--- src/rtl/axi_bus_pkg.sv ---
/* Field widths of the AXI read channels (AR and R) only.
   Slave-side IDs are wider than master IDs and carry zero upper bits. */
`default_nettype none

package axi_bus_pkg;

  // ====================
  // AR channel
  // ====================
  localparam int ADDR_BITS  = 32;
  localparam int ID_BITS    = 4;
  localparam int IDS_BITS   = 8;
  localparam int LEN_BITS   = 4;
  localparam int SIZE_BITS  = 3;
  localparam int BURST_BITS = 2;

  // ====================
  // R channel
  // ====================
  localparam int DATA_BITS = 32;
  localparam int RESP_BITS = 2;

  // Normal access success
  localparam logic [RESP_BITS-1:0] RESP_OKAY = 2'b00;

endpackage

`default_nettype wire

--- src/rtl/xbar_map_pkg.sv ---
/* Read address map: rom at 0x0000_0000 (8 KB), imem at 0x0001_0000 (64 KB),
   dram at 0x2000_0000 (2 MB). Other addresses are unmapped and must not be issued. */
`default_nettype none

package xbar_map_pkg;

  localparam int N_SLAVES = 3;

  typedef logic [1:0] slave_idx_t;

  localparam slave_idx_t SLV_ROM  = 2'd0;
  localparam slave_idx_t SLV_IMEM = 2'd1;
  localparam slave_idx_t SLV_DRAM = 2'd2;

  // ====================
  // Region tags
  // ====================
  localparam int ROM_TAG_BITS  = 19;
  localparam int IMEM_TAG_BITS = 16;
  localparam int DRAM_TAG_BITS = 11;

  localparam logic [ROM_TAG_BITS-1:0]  ROM_TAG  = 19'h0_0000;
  localparam logic [IMEM_TAG_BITS-1:0] IMEM_TAG = 16'h0001;
  localparam logic [DRAM_TAG_BITS-1:0] DRAM_TAG = 11'h100;

  // One address word, split per region
  typedef struct packed {
    logic [ROM_TAG_BITS-1:0]                        tag;
    logic [axi_bus_pkg::ADDR_BITS-ROM_TAG_BITS-1:0] offset;
  } rom_view_t;

  typedef struct packed {
    logic [IMEM_TAG_BITS-1:0]                        tag;
    logic [axi_bus_pkg::ADDR_BITS-IMEM_TAG_BITS-1:0] offset;
  } imem_view_t;

  typedef struct packed {
    logic [DRAM_TAG_BITS-1:0]                        tag;
    logic [axi_bus_pkg::ADDR_BITS-DRAM_TAG_BITS-1:0] offset;
  } dram_view_t;

  typedef union packed {
    logic [axi_bus_pkg::ADDR_BITS-1:0] word;
    rom_view_t                         rom;
    imem_view_t                        imem;
    dram_view_t                        dram;
  } map_addr_t;

  // Turn passes on after 2**TURN_CNT_BITS idle cycles
  localparam int TURN_CNT_BITS = 3;

  typedef enum logic [1:0] {
    GRANT_IDLE,
    GRANT_M0,
    GRANT_M1
  } grant_t;

endpackage

`default_nettype wire

--- src/rtl/rd_arbiter.sv ---
/* Grants the read path to one master at a time, only to the turn holder.
   The target slave is decoded once at grant time from the request address. */
`timescale 1ns/1ps
`default_nettype none

module rd_arbiter (
  input  wire                                ACLK,
  input  wire                                ARESET,
  input  wire                                m0_ar_valid,
  input  wire                                m1_ar_valid,
  input  wire  [axi_bus_pkg::ADDR_BITS-1:0]  m0_ar_addr,
  input  wire  [axi_bus_pkg::ADDR_BITS-1:0]  m1_ar_addr,
  input  wire                                burst_done,
  output xbar_map_pkg::grant_t               grant,
  output xbar_map_pkg::slave_idx_t           target
);

  // 0 means m0 holds the turn
  logic                                   turn;
  logic [xbar_map_pkg::TURN_CNT_BITS-1:0] idle_cnt;
  logic                                   is_idle;
  logic                                   take_m0;
  logic                                   take_m1;
  xbar_map_pkg::map_addr_t                req_addr;
  xbar_map_pkg::slave_idx_t               req_slave;
  logic                                   req_hit;

  assign is_idle = (grant == xbar_map_pkg::GRANT_IDLE);
  assign take_m0 = is_idle && !turn && m0_ar_valid;
  assign take_m1 = is_idle && turn && m1_ar_valid;

  // ====================
  // Address decode
  // ====================
  always_comb begin
    req_addr.word = take_m1 ? m1_ar_addr : m0_ar_addr;
    req_hit       = 1'b1;
    if (req_addr.rom.tag == xbar_map_pkg::ROM_TAG) begin
      req_slave = xbar_map_pkg::SLV_ROM;
    end else if (req_addr.imem.tag == xbar_map_pkg::IMEM_TAG) begin
      req_slave = xbar_map_pkg::SLV_IMEM;
    end else if (req_addr.dram.tag == xbar_map_pkg::DRAM_TAG) begin
      req_slave = xbar_map_pkg::SLV_DRAM;
    end else begin
      req_slave = xbar_map_pkg::SLV_ROM;
      req_hit   = 1'b0;
    end
  end

  // ====================
  // Grant FSM
  // ====================
  always_ff @(posedge ACLK or posedge ARESET) begin
    if (ARESET) begin
      grant  <= xbar_map_pkg::GRANT_IDLE;
      target <= xbar_map_pkg::SLV_ROM;
    end else if (take_m0 || take_m1) begin
      grant  <= take_m0 ? xbar_map_pkg::GRANT_M0 : xbar_map_pkg::GRANT_M1;
      target <= req_slave;
    end else if (!is_idle && burst_done) begin
      grant <= xbar_map_pkg::GRANT_IDLE;
    end
  end

  // Turn and idle counter
  always_ff @(posedge ACLK or posedge ARESET) begin
    if (ARESET) begin
      turn     <= 1'b0;
      idle_cnt <= '0;
    end else if (!is_idle) begin
      idle_cnt <= '0;
      // Finished burst hands the turn to the other master
      if (burst_done) begin
        turn <= (grant == xbar_map_pkg::GRANT_M0);
      end
    end else begin
      idle_cnt <= idle_cnt + 1'b1;
      if (&idle_cnt && !take_m0 && !take_m1) begin
        turn <= !turn;
      end
    end
  end

  // Masters must only issue mapped addresses
  a_grant_mapped : assert property (@(posedge ACLK) disable iff (ARESET)
    (take_m0 || take_m1) |-> req_hit)
    else $error("rd_arbiter: granted address %h maps to no slave", req_addr.word);

  // Ownership always passes through idle
  a_grant_via_idle : assert property (@(posedge ACLK) disable iff (ARESET)
    !is_idle |=> (grant == $past(grant)) || (grant == xbar_map_pkg::GRANT_IDLE))
    else $error("rd_arbiter: grant moved between masters without idle");

endmodule

`default_nettype wire

--- src/rtl/rd_router.sv ---
/* Combinational AR/R steering between the granted master and its target slave.
   Nothing is buffered; valid/ready pass straight through with no added cycles. */
`timescale 1ns/1ps
`default_nettype none

module rd_router (
  input  wire                                    ACLK,
  input  wire                                    ARESET,
  input  wire xbar_map_pkg::grant_t              grant,
  input  wire xbar_map_pkg::slave_idx_t          target,
  // Master 0
  input  wire  [axi_bus_pkg::ID_BITS-1:0]        m0_ar_id,
  input  wire  [axi_bus_pkg::ADDR_BITS-1:0]      m0_ar_addr,
  input  wire  [axi_bus_pkg::LEN_BITS-1:0]       m0_ar_len,
  input  wire  [axi_bus_pkg::SIZE_BITS-1:0]      m0_ar_size,
  input  wire  [axi_bus_pkg::BURST_BITS-1:0]     m0_ar_burst,
  input  wire                                    m0_ar_valid,
  input  wire                                    m0_r_ready,
  output logic                                   m0_ar_ready,
  output logic [axi_bus_pkg::ID_BITS-1:0]        m0_r_id,
  output logic [axi_bus_pkg::DATA_BITS-1:0]      m0_r_data,
  output logic [axi_bus_pkg::RESP_BITS-1:0]      m0_r_resp,
  output logic                                   m0_r_last,
  output logic                                   m0_r_valid,
  // Master 1
  input  wire  [axi_bus_pkg::ID_BITS-1:0]        m1_ar_id,
  input  wire  [axi_bus_pkg::ADDR_BITS-1:0]      m1_ar_addr,
  input  wire  [axi_bus_pkg::LEN_BITS-1:0]       m1_ar_len,
  input  wire  [axi_bus_pkg::SIZE_BITS-1:0]      m1_ar_size,
  input  wire  [axi_bus_pkg::BURST_BITS-1:0]     m1_ar_burst,
  input  wire                                    m1_ar_valid,
  input  wire                                    m1_r_ready,
  output logic                                   m1_ar_ready,
  output logic [axi_bus_pkg::ID_BITS-1:0]        m1_r_id,
  output logic [axi_bus_pkg::DATA_BITS-1:0]      m1_r_data,
  output logic [axi_bus_pkg::RESP_BITS-1:0]      m1_r_resp,
  output logic                                   m1_r_last,
  output logic                                   m1_r_valid,
  // Slaves, indexed by slave number
  output logic [xbar_map_pkg::N_SLAVES-1:0][axi_bus_pkg::IDS_BITS-1:0]   s_ar_id,
  output logic [xbar_map_pkg::N_SLAVES-1:0][axi_bus_pkg::ADDR_BITS-1:0]  s_ar_addr,
  output logic [xbar_map_pkg::N_SLAVES-1:0][axi_bus_pkg::LEN_BITS-1:0]   s_ar_len,
  output logic [xbar_map_pkg::N_SLAVES-1:0][axi_bus_pkg::SIZE_BITS-1:0]  s_ar_size,
  output logic [xbar_map_pkg::N_SLAVES-1:0][axi_bus_pkg::BURST_BITS-1:0] s_ar_burst,
  output logic [xbar_map_pkg::N_SLAVES-1:0]                              s_ar_valid,
  output logic [xbar_map_pkg::N_SLAVES-1:0]                              s_r_ready,
  input  wire  [xbar_map_pkg::N_SLAVES-1:0]                              s_ar_ready,
  input  wire  [xbar_map_pkg::N_SLAVES-1:0][axi_bus_pkg::IDS_BITS-1:0]   s_r_id,
  input  wire  [xbar_map_pkg::N_SLAVES-1:0][axi_bus_pkg::DATA_BITS-1:0]  s_r_data,
  input  wire  [xbar_map_pkg::N_SLAVES-1:0][axi_bus_pkg::RESP_BITS-1:0]  s_r_resp,
  input  wire  [xbar_map_pkg::N_SLAVES-1:0]                              s_r_last,
  input  wire  [xbar_map_pkg::N_SLAVES-1:0]                              s_r_valid,
  output logic                                   burst_done
);

  logic                                 sel_m0;
  logic                                 sel_m1;
  logic [axi_bus_pkg::ID_BITS-1:0]      sel_ar_id;
  logic [axi_bus_pkg::ADDR_BITS-1:0]    sel_ar_addr;
  logic [axi_bus_pkg::LEN_BITS-1:0]     sel_ar_len;
  logic [axi_bus_pkg::SIZE_BITS-1:0]    sel_ar_size;
  logic [axi_bus_pkg::BURST_BITS-1:0]   sel_ar_burst;
  logic                                 sel_ar_valid;
  logic                                 sel_r_ready;
  logic                                 tgt_ar_ready;
  logic [axi_bus_pkg::ID_BITS-1:0]      tgt_r_id;
  logic [axi_bus_pkg::DATA_BITS-1:0]    tgt_r_data;
  logic [axi_bus_pkg::RESP_BITS-1:0]    tgt_r_resp;
  logic                                 tgt_r_last;
  logic                                 tgt_r_valid;

  assign sel_m0 = (grant == xbar_map_pkg::GRANT_M0);
  assign sel_m1 = (grant == xbar_map_pkg::GRANT_M1);

  // Request side of the granted master
  assign sel_ar_id    = sel_m1 ? m1_ar_id    : m0_ar_id;
  assign sel_ar_addr  = sel_m1 ? m1_ar_addr  : m0_ar_addr;
  assign sel_ar_len   = sel_m1 ? m1_ar_len   : m0_ar_len;
  assign sel_ar_size  = sel_m1 ? m1_ar_size  : m0_ar_size;
  assign sel_ar_burst = sel_m1 ? m1_ar_burst : m0_ar_burst;
  assign sel_ar_valid = sel_m1 ? m1_ar_valid : (sel_m0 && m0_ar_valid);
  assign sel_r_ready  = sel_m1 ? m1_r_ready  : (sel_m0 && m0_r_ready);

  // ====================
  // Slave steering
  // ====================
  always_comb begin
    s_ar_id      = '0;
    s_ar_addr    = '0;
    s_ar_len     = '0;
    s_ar_size    = '0;
    s_ar_burst   = '0;
    s_ar_valid   = '0;
    s_r_ready    = '0;
    tgt_ar_ready = 1'b0;
    tgt_r_id     = '0;
    tgt_r_data   = '0;
    tgt_r_resp   = '0;
    tgt_r_last   = 1'b0;
    tgt_r_valid  = 1'b0;
    for (int i = 0; i < xbar_map_pkg::N_SLAVES; i++) begin
      if ((sel_m0 || sel_m1) && target == xbar_map_pkg::slave_idx_t'(i)) begin
        s_ar_id[i]    = {{(axi_bus_pkg::IDS_BITS-axi_bus_pkg::ID_BITS){1'b0}}, sel_ar_id};
        s_ar_addr[i]  = sel_ar_addr;
        s_ar_len[i]   = sel_ar_len;
        s_ar_size[i]  = sel_ar_size;
        s_ar_burst[i] = sel_ar_burst;
        s_ar_valid[i] = sel_ar_valid;
        s_r_ready[i]  = sel_r_ready;
        tgt_ar_ready  = s_ar_ready[i];
        tgt_r_id      = s_r_id[i][axi_bus_pkg::ID_BITS-1:0];
        tgt_r_data    = s_r_data[i];
        tgt_r_resp    = s_r_resp[i];
        tgt_r_last    = s_r_last[i];
        tgt_r_valid   = s_r_valid[i];
      end
    end
  end

  // Responses go back to the granted master only
  assign m0_ar_ready = sel_m0 && tgt_ar_ready;
  assign m0_r_id     = sel_m0 ? tgt_r_id   : '0;
  assign m0_r_data   = sel_m0 ? tgt_r_data : '0;
  assign m0_r_resp   = sel_m0 ? tgt_r_resp : '0;
  assign m0_r_last   = sel_m0 && tgt_r_last;
  assign m0_r_valid  = sel_m0 && tgt_r_valid;
  assign m1_ar_ready = sel_m1 && tgt_ar_ready;
  assign m1_r_id     = sel_m1 ? tgt_r_id   : '0;
  assign m1_r_data   = sel_m1 ? tgt_r_data : '0;
  assign m1_r_resp   = sel_m1 ? tgt_r_resp : '0;
  assign m1_r_last   = sel_m1 && tgt_r_last;
  assign m1_r_valid  = sel_m1 && tgt_r_valid;

  // Last beat accepted by the granted master
  assign burst_done = tgt_r_valid && tgt_r_last && sel_r_ready;

  a_one_slave_ar : assert property (@(posedge ACLK) disable iff (ARESET)
    $onehot0(s_ar_valid))
    else $error("rd_router: ar_valid raised toward more than one slave");

endmodule

`default_nettype wire

--- src/rtl/axi_read_xbar.sv ---
/* Read-only crossbar, two masters to rom, imem and dram, one burst at a time.
   A master must not raise ar_valid for its next burst before the current one ends. */
`timescale 1ns/1ps
`default_nettype none

module axi_read_xbar (
  input  wire                                 ACLK,
  input  wire                                 ARESET,
  // ====================
  // Masters
  // ====================
  input  wire  [axi_bus_pkg::ID_BITS-1:0]     m0_ar_id, m1_ar_id,
  input  wire  [axi_bus_pkg::ADDR_BITS-1:0]   m0_ar_addr, m1_ar_addr,
  input  wire  [axi_bus_pkg::LEN_BITS-1:0]    m0_ar_len, m1_ar_len,
  input  wire  [axi_bus_pkg::SIZE_BITS-1:0]   m0_ar_size, m1_ar_size,
  input  wire  [axi_bus_pkg::BURST_BITS-1:0]  m0_ar_burst, m1_ar_burst,
  input  wire                                 m0_ar_valid, m1_ar_valid,
  input  wire                                 m0_r_ready, m1_r_ready,
  output logic                                m0_ar_ready, m1_ar_ready,
  output logic [axi_bus_pkg::ID_BITS-1:0]     m0_r_id, m1_r_id,
  output logic [axi_bus_pkg::DATA_BITS-1:0]   m0_r_data, m1_r_data,
  output logic [axi_bus_pkg::RESP_BITS-1:0]   m0_r_resp, m1_r_resp,
  output logic                                m0_r_last, m1_r_last,
  output logic                                m0_r_valid, m1_r_valid,
  // ====================
  // Slaves
  // ====================
  output logic [axi_bus_pkg::IDS_BITS-1:0]    s_rom_ar_id, s_imem_ar_id, s_dram_ar_id,
  output logic [axi_bus_pkg::ADDR_BITS-1:0]   s_rom_ar_addr, s_imem_ar_addr, s_dram_ar_addr,
  output logic [axi_bus_pkg::LEN_BITS-1:0]    s_rom_ar_len, s_imem_ar_len, s_dram_ar_len,
  output logic [axi_bus_pkg::SIZE_BITS-1:0]   s_rom_ar_size, s_imem_ar_size, s_dram_ar_size,
  output logic [axi_bus_pkg::BURST_BITS-1:0]  s_rom_ar_burst, s_imem_ar_burst,
                                              s_dram_ar_burst,
  output logic                                s_rom_ar_valid, s_imem_ar_valid,
                                              s_dram_ar_valid,
  output logic                                s_rom_r_ready, s_imem_r_ready, s_dram_r_ready,
  input  wire                                 s_rom_ar_ready, s_imem_ar_ready,
                                              s_dram_ar_ready,
  input  wire  [axi_bus_pkg::IDS_BITS-1:0]    s_rom_r_id, s_imem_r_id, s_dram_r_id,
  input  wire  [axi_bus_pkg::DATA_BITS-1:0]   s_rom_r_data, s_imem_r_data, s_dram_r_data,
  input  wire  [axi_bus_pkg::RESP_BITS-1:0]   s_rom_r_resp, s_imem_r_resp, s_dram_r_resp,
  input  wire                                 s_rom_r_last, s_imem_r_last, s_dram_r_last,
  input  wire                                 s_rom_r_valid, s_imem_r_valid, s_dram_r_valid
);

  xbar_map_pkg::grant_t     grant;
  xbar_map_pkg::slave_idx_t target;
  logic                     burst_done;

  logic [xbar_map_pkg::N_SLAVES-1:0][axi_bus_pkg::IDS_BITS-1:0]   s_ar_id;
  logic [xbar_map_pkg::N_SLAVES-1:0][axi_bus_pkg::ADDR_BITS-1:0]  s_ar_addr;
  logic [xbar_map_pkg::N_SLAVES-1:0][axi_bus_pkg::LEN_BITS-1:0]   s_ar_len;
  logic [xbar_map_pkg::N_SLAVES-1:0][axi_bus_pkg::SIZE_BITS-1:0]  s_ar_size;
  logic [xbar_map_pkg::N_SLAVES-1:0][axi_bus_pkg::BURST_BITS-1:0] s_ar_burst;
  logic [xbar_map_pkg::N_SLAVES-1:0]                              s_ar_valid;
  logic [xbar_map_pkg::N_SLAVES-1:0]                              s_r_ready;
  logic [xbar_map_pkg::N_SLAVES-1:0]                              s_ar_ready;
  logic [xbar_map_pkg::N_SLAVES-1:0][axi_bus_pkg::IDS_BITS-1:0]   s_r_id;
  logic [xbar_map_pkg::N_SLAVES-1:0][axi_bus_pkg::DATA_BITS-1:0]  s_r_data;
  logic [xbar_map_pkg::N_SLAVES-1:0][axi_bus_pkg::RESP_BITS-1:0]  s_r_resp;
  logic [xbar_map_pkg::N_SLAVES-1:0]                              s_r_last;
  logic [xbar_map_pkg::N_SLAVES-1:0]                              s_r_valid;

  // Concatenation order follows the slave indices: dram 2, imem 1, rom 0
  assign {s_dram_ar_id, s_imem_ar_id, s_rom_ar_id}          = s_ar_id;
  assign {s_dram_ar_addr, s_imem_ar_addr, s_rom_ar_addr}    = s_ar_addr;
  assign {s_dram_ar_len, s_imem_ar_len, s_rom_ar_len}       = s_ar_len;
  assign {s_dram_ar_size, s_imem_ar_size, s_rom_ar_size}    = s_ar_size;
  assign {s_dram_ar_burst, s_imem_ar_burst, s_rom_ar_burst} = s_ar_burst;
  assign {s_dram_ar_valid, s_imem_ar_valid, s_rom_ar_valid} = s_ar_valid;
  assign {s_dram_r_ready, s_imem_r_ready, s_rom_r_ready}    = s_r_ready;

  assign s_ar_ready = {s_dram_ar_ready, s_imem_ar_ready, s_rom_ar_ready};
  assign s_r_id     = {s_dram_r_id, s_imem_r_id, s_rom_r_id};
  assign s_r_data   = {s_dram_r_data, s_imem_r_data, s_rom_r_data};
  assign s_r_resp   = {s_dram_r_resp, s_imem_r_resp, s_rom_r_resp};
  assign s_r_last   = {s_dram_r_last, s_imem_r_last, s_rom_r_last};
  assign s_r_valid  = {s_dram_r_valid, s_imem_r_valid, s_rom_r_valid};

  rd_arbiter u_arbiter (
    .ACLK        (ACLK),
    .ARESET      (ARESET),
    .m0_ar_valid (m0_ar_valid),
    .m1_ar_valid (m1_ar_valid),
    .m0_ar_addr  (m0_ar_addr),
    .m1_ar_addr  (m1_ar_addr),
    .burst_done  (burst_done),
    .grant       (grant),
    .target      (target)
  );

  // Every router port has a same-named signal here
  rd_router u_router (.*);

endmodule

`default_nettype wire

--- config.mk ---
export PLATFORM = sky130hd
export DESIGN_NAME = axi_read_xbar
export DESIGN_NICKNAME = d
export VERILOG_FILES = /design/src/rtl/axi_bus_pkg.sv /design/src/rtl/xbar_map_pkg.sv /design/src/rtl/rd_arbiter.sv /design/src/rtl/rd_router.sv /design/src/rtl/axi_read_xbar.sv
export SDC_FILE = /design/constraint.sdc
export NUM_CORES = 1
export LEC_CHECK = 0
export BUFFER_PORTS_ARGS = -buffer_cell sky130_fd_sc_hd__buf_4
export CAP_MARGIN = 20
export CELL_PAD_IN_SITES_DETAIL_PLACEMENT = 0
export CELL_PAD_IN_SITES_GLOBAL_PLACEMENT = 1
export CORE_AREA = 2 2 181 183
export CTS_BUF_LIST = sky130_fd_sc_hd__clkbuf_2 sky130_fd_sc_hd__clkbuf_4 sky130_fd_sc_hd__clkbuf_8
export DETAILED_ROUTE_END_ITERATION = 8
export DIE_AREA = 0 0 183 185
export GPL_TIMING_DRIVEN = 0
export PLACE_DENSITY = 0.54
export SYNTH_ARGS = -nofsm -noshare
export SYNTH_HDL_FRONTEND = slang
export SYNTH_SLANG_ARGS = --single-unit
--- constraint.sdc ---
create_clock -name ACLK -period 4.9 [get_ports ACLK]
set_input_delay 1.47 -clock ACLK [delete_from_list [all_inputs] [get_ports ACLK]]
set_output_delay 1.47 -clock ACLK [all_outputs]
set_load 0.03 [all_outputs]
==> results.toml, run 1 <==
[pwr]
p_per_area_nw_per_um2 = 50.1
power_mw = 0.361
p_leak_nw = 3.32
intPower_mw = 0.254
power_switching_mw = 0.107
power.share.combinational = 0.599
switching_share = 0.297
clkPwrFrac = 0.217
peakVddDrop_mv = 0.0451
seqPwrFrac = 0.184

[clock_tree]
htreeDepth = 1
cts_num_sinks = 8
numCtsBuffers = 3
cts_tree = "built"
clk_pin_slew_ns = 0.04
ctsHoldBuffers = 0
cts_resized = 0
root_buffer = "clkbuf_8"
clk_latency_ns = 0.23
cts_buffer_depth = 2
postCtsSetupRepairBufs = 0

[floorplanning]
die_w_um = 183
core_area_um2 = 32000
ios = 466
start_util = 0.103
die_h_um = 185
fp-row-count = 66
dieArea_um2 = 33900

[sta]
finalSetupViolCount = 0
fin_ws_ns = 0.872
fmax_mhz = 248
rsz0062_at_grt = "no"
tightest_slew_ns = 0.660
fin_crit_ns = 4.03
slew_viol_final = 0
slew_headroom = 0.560
fin_skew_ns = 0.00280
hold_viol_final = 0
setup_tns_ns = 0
fin_hold_ws_ns = 0.436
period_share = 0.822

[route]
detail-route-antenna-nets = 0
drc = 0
wirelength_um = 24500
first_pass_iters = 4
wire_per_inst_um = 17.3
viasPerCell = 3.82
drtIter0Drc = 143
vias = 5410

[place]
port_buffers = 441
dp_slack_ns = 1.07
dp_hpwl_um = 20900
routabilityCongestion = 0.775
dp_cells = 1413
placed_area_um2 = 7160

[setup_path]
start_kind = "flip-flop"
r2r_end = "u_arbiter.turn$_DFFE_PP0P_"
cp_max_fo = 10
worstRegToRegCells = 8
path_class = "flip-flop to output pin"
cp.arrival_ns = 2.56
critPathRequiredTime_ns = 3.43
ff2ff_setup_slack_ns = 2.89
reg2reg_from = "u_arbiter.grant[0]$_DFFE_PP0P_"
cp-end-kind = "output pin"

[cells_and_area]
fin_nets = 1246
syn2layout_area_growth_pct = 118
finalNonFillerCells = 1416
drive_above_1_share = 0.514
multi_input_comb_area_um2 = 2730
final_area_um2 = 7200
nFillCells = 3722
n_antenna_cell = 0
fin_util = 0.225
seqCellArea_um2 = 200

[grt]
overflow = 0
met1_usage = 0.155
grt_max_degree = 11
grt_util_all_layers = 0.133
grt-busiest-layer = "met2"
met2_usage = 0.250
first_global_vias = 5555
grt_first_pass_wirelength_um = 34000
use_met3 = 0.0193
grt_antenna_before_repair = 0

[yosys]
syn_inst = 553
synth.top_cell.area_share = 0.261
synth_top_cells_by_area = "mux2i_1, nor2_1, nand2_1, dfrtp_1, o21ai_0"
synthTopCellsByCount = "nor2_1, mux2i_1, nand2_1, o21ai_0, nor2_2"
ys_seq_elements = 8
ys_warn_count = 0
synthArstFlopShare = 1.00
ys_types = 37
syn_avg_cell_area_um2 = 5.96
syn_area_um2 = 3300
synthFlopType = "dfrtp_1"
synth_edf_count = 0
yosys.area.top_type = "mux2i_1"
synth_seq_area_share = 0.0607
synth.most_common_cell = "nor2_1"

[hold_path]
min_path_cells = 1
hold_end = "u_arbiter.idle_cnt[0]$_DFF_PP0_"
hold_path_class = "flip-flop to flip-flop"
min_from = "u_arbiter.idle_cnt[0]$_DFF_PP0_"

[run_status]
status = "completed"

[job]
max-cap-violations = 0
## cell families after synthesis
group                    share of synthesized area
AO/OA/AOI/OAI                               0.0842
adder cells (fa/ha/maj)                     0.0190
buffers and inverters                        0.123
flip-flops                                  0.0607
multiplexers                                 0.268
other                                      0.00114
AND/OR/NAND/NOR                              0.444
## area by class of cell
| type | instances | area share |
|---|---|---|
| Sequential cell | 8 | 0.0278 |
| Timing Repair Buffer | 441 | 0.460 |
| Inverter | 6 | 0.00313 |
| Buffer | 60 | 0.0533 |
| Clock buffer | 3 | 0.00573 |
| Multi-Input combinational cell | 490 | 0.379 |
| Tap cell | 408 | 0.0709 |
## cell usage in the layout (no fill, tap or decap), types with 8 or more instances in the layout
cell | netlist | final
buf_4 | 17 | 458
nor2_1 | 194 | 194
mux2i_1 | 86 | 86
nand2_1 | 83 | 83
o21ai_0 | 30 | 30
nor2_2 | 20 | 20
clkbuf_1 | 15 | 15
o21ai_1 | 14 | 14
buf_2 | 14 | 14
conb_1 | 1 | 12
nor2_4 | 10 | 10
buf_6 | 8 | 8
dfrtp_1 | 8 | 8
## sequential cells by signal, summed over array words and instances, names as in the netlist
name and flops:
u_arbiter.grant 2, u_arbiter.idle_cnt 3, u_arbiter.turn 1, u_arbiter.target 2
## power by group through the flow
stage / sequential, mW / combinational, mW / clock (mW)
4_1_cts: 0.0664 / 0.218 / 0.0796
5_1_grt: 0.0663 / 0.233 / 0.0850
3_5_place_dp: 0.0673 / 0.217 / 0
3_3_place_gp: 0.0673 / 0.217 / 0
6_report: 0.0664 / 0.216 / 0.0785
2_1_floorplan: 0.0673 / 0.0622 / 0
## worst max path at each step
stage | start | end | slack, ns | cells past startpoint
after floorplan | s_dram_r_data[0] | m0_r_data[0] | 1.28 | 4
after global placement | u_arbiter.grant[0]$_DFFE_PP0P_ | s_dram_ar_addr[13] | 1.04 | 8
after detailed placement | u_arbiter.grant[1]$_DFFE_PP0P_ | s_dram_ar_addr[13] | 1.07 | 8
after CTS | u_arbiter.grant[1]$_DFFE_PP0P_ | s_dram_ar_addr[13] | 0.81 | 8
after global routing | u_arbiter.grant[0]$_DFFE_PP0P_ | s_dram_ar_addr[13] | 0.69 | 8
final | u_arbiter.grant[0]$_DFFE_PP0P_ | s_dram_ar_addr[13] | 0.87 | 8
## layer usage
layer  wire length (um)  share of wire
met1               9770           0.40
met2              12400           0.50
met3               1720          0.070
met4                612          0.025
met5                  0              0
## critical path: stages (launching register included)
cell	delay, ns
dfrtp_1	0.34
inv_1	0.08
ha_1	0.33
clkbuf_1	0.43
nand3b_1	0.20
buf_2	0.25
buf_1	0.26
nor2_1	0.23
buf_4	0.19
Power figures use the tool's default switching activity.
==> run 2: changes to the inputs <==
CORE_AREA = 2 2 180 182   (was 2 2 181 183)
DIE_AREA = 0 0 182 184   (was 0 0 183 185)
PLACE_DENSITY = 0.55   (was 0.54)
clock period = 4 ns   (was 4.9 ns; I/O delays follow)
==> results.toml, run 2 (same netlist as run 1, synthesis figures left out) <==
[setup_path]
reg2reg_from = "u_arbiter.grant[0]$_DFFE_PP0P_"
cp_max_fo = 10
critPathRequiredTime_ns = 2.80
cp.arrival_ns = 2.49
r2r_end = "u_arbiter.turn$_DFFE_PP0P_"
path_class = "flip-flop to output pin"
worstRegToRegCells = 8
start_kind = "flip-flop"
ff2ff_setup_slack_ns = 1.98
cp-end-kind = "output pin"

[clock_tree]
cts_tree = "built"
cts_num_sinks = 8
clk_latency_ns = 0.23
numCtsBuffers = 3
cts_buffer_depth = 2
ctsHoldBuffers = 0
cts_resized = 0
postCtsSetupRepairBufs = 0
root_buffer = "clkbuf_8"
clk_pin_slew_ns = 0.04
htreeDepth = 1

[hold_path]
min_path_cells = 1
hold_end = "u_arbiter.idle_cnt[0]$_DFF_PP0_"
min_from = "u_arbiter.idle_cnt[0]$_DFF_PP0_"
hold_path_class = "flip-flop to flip-flop"

[job]
max-cap-violations = 0

[grt]
grt_first_pass_wirelength_um = 35100
grt_antenna_before_repair = 1
grt_max_degree = 11
first_global_vias = 5594
overflow = 0
grt_util_all_layers = 0.139

[route]
viasPerCell = 3.83
wire_per_inst_um = 17.9
drc = 0
first_pass_iters = 4
detail-route-antenna-nets = 0
drtIter0Drc = 164
vias = 5398
wirelength_um = 25200

[pwr]
switching_share = 0.298
p_leak_nw = 3.32
p_per_area_nw_per_um2 = 61.5
clkPwrFrac = 0.213
power.share.combinational = 0.603
seqPwrFrac = 0.184
power_switching_mw = 0.132
intPower_mw = 0.311
peakVddDrop_mv = 0.0752

[cells_and_area]
final_cell_mix = "buf_4, nor2_1, mux2i_1"
final_area_um2 = 7190
syn2layout_area_growth_pct = 118
top_regs = "u_arbiter.idle_cnt (3), u_arbiter.grant (2), u_arbiter.target (2)"
largest_register_ffs = 3
final_common_cell = "buf_4"
nFillCells = 3641
multi_input_comb_area_um2 = 2730
regMostFlops = "u_arbiter.idle_cnt"
drive_above_1_share = 0.514
fin_nets = 1246
n_antenna_cell = 0
seqCellArea_um2 = 200

[sta]
tightest_slew_ns = 0.651
rsz0062_at_grt = "no"
fin_crit_ns = 3.69
hold_viol_final = 0
finalSetupViolCount = 0
period_share = 0.923
slew_viol_final = 0
setup_tns_ns = 0
fmax_mhz = 271
slew_headroom = 0.566
fin_skew_ns = 0.00424

[place]
placed_area_um2 = 7150
routabilityCongestion = 0.799
dp_hpwl_um = 21900
port_buffers = 441

[floorplanning]
die_h_um = 184
start_util = 0.105
dieArea_um2 = 33500
ios = 466
fp-row-count = 65
die_w_um = 182
core_area_um2 = 31400

[run_status]
status = "completed"
run 2: worst max path at each step:
stage | from | endpoint | slack, ns
floorplan | s_dram_r_data[0] | m0_r_data[0] | 0.92
global placement | u_arbiter.grant[0]$_DFFE_PP0P_ | s_dram_ar_addr[16] | 0.49
detailed placement | u_arbiter.grant[0]$_DFFE_PP0P_ | s_dram_ar_addr[8] | 0.51
CTS | u_arbiter.grant[0]$_DFFE_PP0P_ | s_dram_ar_addr[8] | 0.25
global route | u_arbiter.grant[1]$_DFFE_PP0P_ | s_dram_ar_addr[8] | 0.08
finish | u_arbiter.grant[0]$_DFFE_PP0P_ | s_dram_ar_addr[10] | 0.31
run 2: per-stage QoR:
| stage | setup slack (ns) | hold WS, ns | power, mW | cells | utilization |
|---|---|---|---|---|---|
| 2_1_floorplan | 0.924 | 0.403 | 0.159 | 564 | - |
| 3_3_place_gp | 0.489 | 0.430 | 0.348 | 1407 | 0.228 |
| 3_5_place_dp | 0.505 | 0.427 | 0.350 | 1407 | 0.228 |
| 4_1_cts | 0.249 | 0.431 | 0.447 | 1410 | 0.229 |
| 5_1_grt | 0.0845 | 0.456 | 0.470 | 1410 | 0.229 |
| 6_report | 0.308 | 0.429 | 0.443 | 1410 | 0.229 |
run 2: layer usage:
layer,wire length [um],vias up,track usage
li1,-,2683,-
met1,10200,2406,0.163
met2,12900,285,0.264
met3,1580,24,0.0242
met4,448,0,0.0268
met5,0,-,0
run 2: critical path, cell delays in order (launching register included):
cell	delay [ns]
dfrtp_1	0.34
inv_1	0.07
ha_1	0.34
clkbuf_1	0.28
nand3b_1	0.21
buf_2	0.27
buf_1	0.45
nor2_1	0.11
buf_4	0.19
run 2: layout make-up:
class | instances | area share
inverter | 6 | 0.00313
timing repair buffer | 441 | 0.460
clock buffer | 3 | 0.00574
tap | 402 | 0.0699
buffer | 60 | 0.0534
sequential | 8 | 0.0278
multi-input combinational | 490 | 0.380
run 2: power by group through the flow:
| stage | clock network (mW) | registers (mW) | logic [mW] |
|---|---|---|---|
| 2_1_floorplan | 0 | 0.0824 | 0.0762 |
| 3_3_place_gp | 0 | 0.0824 | 0.265 |
| 3_5_place_dp | 0 | 0.0824 | 0.268 |
| 4_1_cts | 0.0975 | 0.0813 | 0.269 |
| 5_1_grt | 0.101 | 0.0813 | 0.288 |
| 6_report | 0.0943 | 0.0813 | 0.267 |
